==> config.mk <==
export PLATFORM = sky130hd
export DESIGN_NAME = mem_arbiter
export DESIGN_NICKNAME = d
export VERILOG_FILES = /design/src/rtl/mem_pkg.sv /design/src/rtl/mem_arbiter.sv
export VERILOG_INCLUDE_DIRS = /design/src /design/src/rtl
export SDC_FILE = /design/constraint.sdc
export NUM_CORES = 1
export LEC_CHECK = 0
export ABC_AREA = 1
export ABC_CLOCK_PERIOD_IN_PS = 4800
export BUFFER_PORTS_ARGS = -buffer_cell sky130_fd_sc_hd__buf_2
export CAP_MARGIN = 0
export CORE_ASPECT_RATIO = 1.25
export CORE_MARGIN = 2
export CORE_UTILIZATION = 42
export DETAILED_ROUTE_END_ITERATION = 8
export PLACE_DENSITY = 0.71
export REMOVE_ABC_BUFFERS = 1
export SYNTH_ARGS = -nofsm -noshare
export SYNTH_HDL_FRONTEND = slang
export SYNTH_SLANG_ARGS = --single-unit
==> constraint.sdc <==
create_clock -name clk -period 4.8 [get_ports clk]
set_clock_uncertainty 0.1 [all_clocks]
set_input_delay 0.48 -clock clk [delete_from_list [all_inputs] [get_ports clk]]
set_output_delay 0.48 -clock clk [all_outputs]
set_load 0.1 [all_outputs]
==> src/rtl/mem_consts.svh <==
`ifndef MEM_CONSTS_SVH
`define MEM_CONSTS_SVH

// main memory depth in 32-bit words (4096 bytes)
`define MEM_WORDS 1024

// cycles from read acceptance to read valid
`define MEM_READ_LATENCY 2

// byte address to word index
`define MEM_ADDR_SHIFT 2

// read data bus value while no read returns
`define MEM_IDLE_DATA 32'hffff_ffff

`endif

==> src/rtl/mem_pkg.sv <==
package mem_pkg;

    // data, address and mask words all share this
    typedef logic [31:0] word_t;

    typedef enum logic [1:0] {
        wait_cmd   = 2'd0,  // idle, both ready outputs high
        wait_ready = 2'd1,  // request held, memory busy
        wait_read  = 2'd2   // read issued, waiting for data
    } arb_state_t;

    typedef enum logic {
        kind_inst = 1'b0,   // instruction fetch
        kind_data = 1'b1    // data load or store
    } req_kind_t;

endpackage

==> src/rtl/mem_arbiter.sv <==
`timescale 1ns/1ns
`include "mem_consts.svh"

module mem_arbiter (
    input  logic           clk,
    input  logic           rst,
    input  logic           halt,

    input  logic           inst_start,
    input  mem_pkg::word_t i_addr,
    output logic           inst_ready,
    output mem_pkg::word_t inst,
    output logic           inst_valid,

    input  logic           d_cmd_start,
    input  logic           d_cmd_write,
    input  mem_pkg::word_t d_addr,
    input  mem_pkg::word_t wdata,
    input  mem_pkg::word_t wmask,
    output logic           d_cmd_ready,
    output mem_pkg::word_t rdata,
    output logic           rdata_valid,

    output logic           mem_cmd_start,
    output logic           mem_cmd_write,
    output mem_pkg::word_t mem_addr,
    output mem_pkg::word_t mem_wdata,
    output mem_pkg::word_t mem_wmask,
    input  logic           mem_cmd_ready,
    input  mem_pkg::word_t mem_rdata,
    input  logic           mem_rdata_valid
);

    mem_pkg::arb_state_t state;
    mem_pkg::req_kind_t  kind;          // access now in progress

    // request fields captured in wait_cmd
    logic           hold_d_start;
    logic           hold_d_write;
    mem_pkg::word_t hold_i_addr;
    mem_pkg::word_t hold_d_addr;
    mem_pkg::word_t hold_wdata;
    mem_pkg::word_t hold_wmask;

    logic fetch_done;
    logic load_done;
    logic issue_held;

    // where a data command goes once it is offered to the memory
    function automatic mem_pkg::arb_state_t data_next(input logic ready, input logic write);
        if (!ready) begin
            return mem_pkg::wait_ready;
        end
        return write ? mem_pkg::wait_cmd : mem_pkg::wait_read;  // writes finish on accept
    endfunction

    assign inst_ready  = (state == mem_pkg::wait_cmd);
    assign d_cmd_ready = (state == mem_pkg::wait_cmd);

    assign fetch_done = (state == mem_pkg::wait_read) && mem_rdata_valid
                        && (kind == mem_pkg::kind_inst);
    assign load_done  = (state == mem_pkg::wait_read) && mem_rdata_valid
                        && (kind == mem_pkg::kind_data);
    assign issue_held = fetch_done && hold_d_start && mem_cmd_ready;  // data cmd behind a fetch

    // command onto the memory
    always_comb begin
        mem_cmd_start = 1'b0;
        mem_cmd_write = 1'b0;
        mem_addr      = hold_d_addr;
        mem_wdata     = hold_wdata;
        mem_wmask     = hold_wmask;
        case (state)
            mem_pkg::wait_cmd: begin
                mem_cmd_start = !halt && mem_cmd_ready && (inst_start || d_cmd_start);
                mem_cmd_write = !inst_start && d_cmd_write;  // fetch wins
                mem_addr      = inst_start ? i_addr : d_addr;
                mem_wdata     = wdata;
                mem_wmask     = wmask;
            end
            mem_pkg::wait_ready: begin
                mem_cmd_start = !halt && mem_cmd_ready;
                mem_cmd_write = (kind == mem_pkg::kind_data) && hold_d_write;
                mem_addr      = (kind == mem_pkg::kind_inst) ? hold_i_addr : hold_d_addr;
            end
            mem_pkg::wait_read: begin
                mem_cmd_start = !halt && issue_held;
                mem_cmd_write = hold_d_write;
            end
            default: begin
                mem_cmd_start = 1'b0;
            end
        endcase
    end

    // state, request kind and response registers
    always_ff @(posedge clk) begin
        if (rst) begin
            state        <= mem_pkg::wait_cmd;
            kind         <= mem_pkg::kind_inst;
            hold_d_start <= 1'b0;
            inst_valid   <= 1'b0;
            rdata_valid  <= 1'b0;
            inst         <= `MEM_IDLE_DATA;
            rdata        <= `MEM_IDLE_DATA;
        end else begin
            inst_valid  <= 1'b0;  // pulses
            rdata_valid <= 1'b0;
            if (!halt) begin
                case (state)
                    mem_pkg::wait_cmd: begin
                        hold_d_start <= d_cmd_start;
                        if (inst_start) begin
                            kind  <= mem_pkg::kind_inst;
                            state <= mem_cmd_ready ? mem_pkg::wait_read : mem_pkg::wait_ready;
                        end else if (d_cmd_start) begin
                            kind  <= mem_pkg::kind_data;
                            state <= data_next(mem_cmd_ready, d_cmd_write);
                        end
                    end
                    mem_pkg::wait_ready: begin
                        if (mem_cmd_ready) begin
                            if (kind == mem_pkg::kind_inst) begin
                                state <= mem_pkg::wait_read;
                            end else begin
                                state <= data_next(1'b1, hold_d_write);
                            end
                        end
                    end
                    mem_pkg::wait_read: begin
                        if (fetch_done) begin
                            inst       <= mem_rdata;
                            inst_valid <= 1'b1;
                            if (hold_d_start) begin
                                kind  <= mem_pkg::kind_data;  // held data cmd is next
                                state <= data_next(mem_cmd_ready, hold_d_write);
                            end else begin
                                state <= mem_pkg::wait_cmd;
                            end
                        end else if (load_done) begin
                            rdata       <= mem_rdata;
                            rdata_valid <= 1'b1;
                            state       <= mem_pkg::wait_cmd;
                        end
                    end
                    default: begin
                        state <= mem_pkg::wait_cmd;
                    end
                endcase
            end
        end
    end

    // request payload, taken whenever idle
    always_ff @(posedge clk) begin
        if (!halt && (state == mem_pkg::wait_cmd)) begin
            hold_d_write <= d_cmd_write;
            hold_i_addr  <= i_addr;
            hold_d_addr  <= d_addr;
            hold_wdata   <= wdata;
            hold_wmask   <= wmask;
        end
    end

endmodule

Word level (Yosys, flattened, before mapping):

Cells that the tools add are included.
Widths: inputs -> output; s select.

* register bits: 199
* output and inout bits: 166

* equal/unequal tests: 7
* mux-type cells: 39
* bitwise operators: 4
* reduce and logical (&&, ||, !) cells: 23

Operators with widths (number)
* $mux 32: 4
* $pmux 32 s2: 1
* $mux 2: 13
* $mux 1: 17
* $logic_and 1x1->1: 11
* $reduce_and 4->1: 2
* $ne 2x2->1 const B: 3
* $ne 3x3->1 const B: 2
* $pmux 1 s3: 2
* $pmux 2 s3: 1
* $reduce_and 5->1: 1
* $not 1->1: 4
* $reduce_or 4->1: 1
* $reduce_and 3->1: 1
* $reduce_or 3->1: 1
* $eq 2x1->1 const B: 1
* $eq 2x2->1 const B: 1
* $logic_not 1->1: 2
* $logic_not 2->1: 1
* $pmux 1 s2: 1
* $reduce_and 2->1: 1
* $reduce_bool 2->1: 1
* $logic_or 1x1->1: 1

Depth between registers and ports, before layout:

* depth in word-level cells: 11
* depth in mapped cells: 8
* gate-level depth less buffers: 8

Worst setup path before layout:

OpenSTA, ideal clock, no wires.

* kind: reg-to-reg
* start point: register state[0]
* end point: register hold_d_addr[0], enable pin
* library setup time: 0.482 ns
* arrival: 3.303 ns
* required time: 4.218 ns
* setup slack: 0.915 ns
* stages on the path, launching flop included: 5
* path buffers: 1
* period minus slack after synthesis: 3.885 ns
* cells stage by stage: dfxtp_1 nor2_1 buf_2 nand2_1 inv_1

* cells in the longest elaborated chain, start to end: 2

Ends and longest elaborated chain
* start: declaration: RTL line mem_arbiter.sv:34 `mem_pkg::arb_state_t state;`
* start signal: assignment: RTL line mem_arbiter.sv:99 `state <= mem_pkg::wait_cmd;`
* start signal: assignment: RTL line mem_arbiter.sv:115 `state <= mem_cmd_ready ? mem_pkg::wait_read : mem_pkg::wait_ready;`
* start signal: assignment: RTL line mem_arbiter.sv:118 `state <= data_next(mem_cmd_ready, d_cmd_write);`
* $logic_not 2->1: RTL line mem_arbiter.sv:156 `if (!halt && (state == mem_pkg::wait_cmd)) begin`
* $logic_and 1x1->1: RTL line mem_arbiter.sv:156
* end signal: assignment: RTL line mem_arbiter.sv:159 `hold_d_addr <= d_addr;`
* end: declaration: RTL line mem_arbiter.sv:41 `mem_pkg::word_t hold_d_addr;`

Every way passes these cells.
A chain may end at the register's enable or synchronous reset.

Worst setup path in the final report:

* start point: register state[0]
* end point: output port mem_addr[22]

* cells in the longest elaborated chain, start to end: 2

Ends and longest elaborated chain
* $eq 2x1->1 or $logic_not 2->1 (tied branches): RTL line mem_arbiter.sv:73 `case (state)`
* $pmux 32 s2 *: RTL line mem_arbiter.sv:73
* end: declaration: RTL line mem_arbiter.sv:26 `output mem_pkg::word_t mem_addr,`

Mark *: on every way between the ends. The rest lies on a longest branch, timed or not.

==> out/qor.csv <==
stage,metric,value,unit
yosys,number of synthesized flops with an enable pin,129,
clocking,hold_buf cts,0,
floorplanning,Vert. Die Dim,160,um
layout,register area,0.00528,mm2
sta,final hold violations,0,
clocking,"Reg clk slew, reported paths",80,ps
detailed_routing,Via density,5.06,
global_route,initial antenna violation count,4,
clocking,clk buf depth,2,
critical_path,Top delay family on crit path,buffers and inverters,
clocking,CTS tree,done,
clocking,clock sinks,199,
detailed_routing,Detailed Routing Iterations Pass 1,4,
floorplanning,top-level I/O count,334,
pwr,Worst IR Drop VDD,0.244,mV
global_route,number of global-route vias before repair,6920,
yosys,sequential area share after synthesis,64.6,%
yosys,"top cells by count, synth","nand2_1, edfxtp_1, nand3_1, dfxtp_1, inv_1",
critical_path,Worst setup EP type,primary output,
clocking,post_cts resized,0,
place,Placer Congestion,0.856,
place,HPWL Detailed,16800,um
min_path,HP Class,input pin to flip-flop,
sta,slew of the pin with the lowest slew margin,1140,ps
pwr,Pleak,4.97,nW
yosys,dominant cells by area after synthesis,"edfxtp_1, dfxtp_1, nand2_1",
yosys,Syn Inst Count,863,
detailed_routing,drt drc,0,
pwr,switching power,0.00212,W
yosys,compound-gate portion of the synthesized area,6.35,%
yosys,Synth Register Bits,199,
run_status,outcome,"finished, final reports clean",
yosys,main combinational cell family by area after synthesis,simple AND/OR/NAND/NOR gates,
yosys,cell taking the most area after synthesis,edfxtp_1,
layout,layout cells sized above 1,32.4,%
clocking,# H-tree levels,4,
floorplanning,die width,129,um
critical_path,Worst path slowest cell,buf_4,
global_route,largest net degree at the start of global routing,87,
yosys,share of the synthesized area in the top cell type,47.5,%
critical_path,"slowest stage delay, CP",760,ps
sta,final setup fails,0,
floorplanning,Placeable Area,0.0193,mm2
critical_path,CP startpoint kind,flip-flop,
yosys,mux cell area share after synthesis,0,%
floorplanning,Starting Density,42.4,%
place,Port Buffers,333,
detailed_routing,total wire length,24400,um
floorplanning,Rows,57,
clocking,total clock buffers created by CTS,17,
pwr,total power,0.00514,W
yosys,Synth Area in Adders,0,%
critical_path,CP cell instances,"nor2_4, buf_4, o21ai_0, o221ai_1, buf_2",
yosys,most common flop cell mapped by yosys,edfxtp_1,
layout,Post-Layout Inst Area,0.0106,mm2
critical_path,CP Buf/Inv Count,2,
yosys,xor/xnor share of the synthesized area,0,%
pwr,Power Internal,0.00302,W
clocking,Post-CTS Setup Inserts,0,
yosys,Synth Warn #,0,
global_route,first-pass GRT wire length,37100,um
detailed_routing,Routed wire per std cell,17.2,um
sta,Max Clock Freq,0.277,GHz
pwr,Clock power frac,29.4,%
critical_path,Setup CP Type,flip-flop to primary output,
global_route,Tot GR Track Use,23.2,%
run,max-cap violations,0,
detailed_routing,First DRT Iteration DRCs,612,
yosys,post-synthesis simple-gate area fraction,23.9,%
layout,filler cell count in the final layout,1778,
detailed_routing,DR vias,7190,
yosys,asr flop ratio synth,0,%
sta,Tmin final,3610,ps
critical_path,Critical Path AT,3030,ps
pwr,combinational share of power,32.1,%
sta,period utilization,75.3,%
pwr,pwr/cell area,485,mW/mm2
sta,RSZ-0062 raised after global routing,false,
sta,Slew HR,23.8,%
yosys,Avg Inst Size Synth,9.46,um2
pwr,switching power share of the total,41.2,%
yosys,Syn Std Cell Area,0.00816,mm2
critical_path,CP required,4220,ps
global_route,total grt overflow,0,
sta,"Slew Viols, Final",0,
yosys,Cell variety after synth,20,
floorplanning,Die ar.,0.0206,mm2
layout,multi-input logic area,0.00249,mm2
place,"Cell Area, Placed",0.00998,mm2
layout,Layout Nets,1335,
layout,area grow syn2layout,30.0,%
detailed_routing,Routed Antenna Nets,0,
pwr,Flop pwr share,38.4,%
clocking,Worst-Skew Late Latency,420,ps
yosys,cell with the most instances after synthesis,nand2_1,
critical_path,CP max FO,86,
clocking,clock root buffer,clkbuf_16,
-- registers in the layout, indices dropped and copies added (netlist names) --
signal	cells
hold_d_addr	32
hold_i_addr	32
hold_wdata	32
hold_wmask	32
inst	32
rdata	32
state	2
hold_d_start	1
hold_d_write	1
inst_valid	1
kind	1
rdata_valid	1
-- logic make-up after synthesis --
kind of cell / count (synthesis)
compound gates: 78
flops: 199
buf+inv: 103
simple gates: 483
-- path summary, 6_finish.rpt --
check                                from              end  slack (ps)  cells past startpoint
worst max-delay path             state[0]     mem_addr[22]        1190                      5
worst min-delay path            wmask[15]   hold_wmask[15]         140                      1
worst max register to register   state[0]  hold_d_addr[25]        2240                      4
worst min register to register  rdata[12]        rdata[12]         350                      2
-- metrics by stage --
step | setup TNS, ps | worst slack (ps) | hold WS [ps] | cells | utilization, %
6_report | 0 | 1190 | 136 | 1420 | 55.1
5_1_grt | 0 | 954 | 116 | 1419 | 55.1
4_1_cts | 0 | 1170 | 118 | 1416 | 55.0
3_5_place_dp | 0 | 1700 | 339 | 1384 | 51.8
3_3_place_gp | 0 | 1740 | 333 | 1384 | 51.8
2_1_floorplan | -1049330 | -5230 | 368 | 809 | -
-- layer usage --
layer	vias up	track usage [%]	wire length [um]
met1	3310	27.2	9640
met2	343	39.2	11900
met3	39	8.34	2290
met4	0	8.10	599
met5	-	0	0
li1	3498	-	-
-- power by group through the flow --
stage / sequential [W] / combinational, W / clock (W)
global route: 0.00199 / 0.00172 / 0.00160
floorplan: 0.00208 / 0.00127 / 0
finish: 0.00198 / 0.00165 / 0.00151
global placement: 0.00201 / 0.00164 / 0
detailed placement: 0.00201 / 0.00165 / 0
CTS: 0.00198 / 0.00166 / 0.00154
-- area by class of cell --
class / count / share of cell area (%)
sequential: 199 / 49.7
timing repair buffer: 339 / 16.3
multi-input combinational: 561 / 23.5
inverter: 49 / 1.76
tap: 236 / 2.78
clock buffer: 18 / 4.05
antenna: 4 / 0.0944
clock inverter: 14 / 1.80
-- cells in the final DEF (no fill, tap or decap), types with 2 or more instances in the layout --
cell type / synthesis / final
edfxtp_1: 129 / 129
inv_1: 45 / 42
nand3_1: 99 / 99
inv_2: 4 / 6
bufinv_16: 0 / 3
clkbuf_16: 0 / 17
buf_2: 20 / 333
clkinv_4: 0 / 3
buf_4: 1 / 5
nor2_1: 41 / 40
nand2_1: 338 / 338
o21ai_0: 38 / 38
inv_6: 0 / 3
a21oi_1: 6 / 5
diode_2: 0 / 4
o221ai_1: 32 / 32
clkinv_2: 0 / 2
inv_8: 0 / 2
dfxtp_1: 70 / 70
Note: power is estimated with default switching activity, not from simulation.
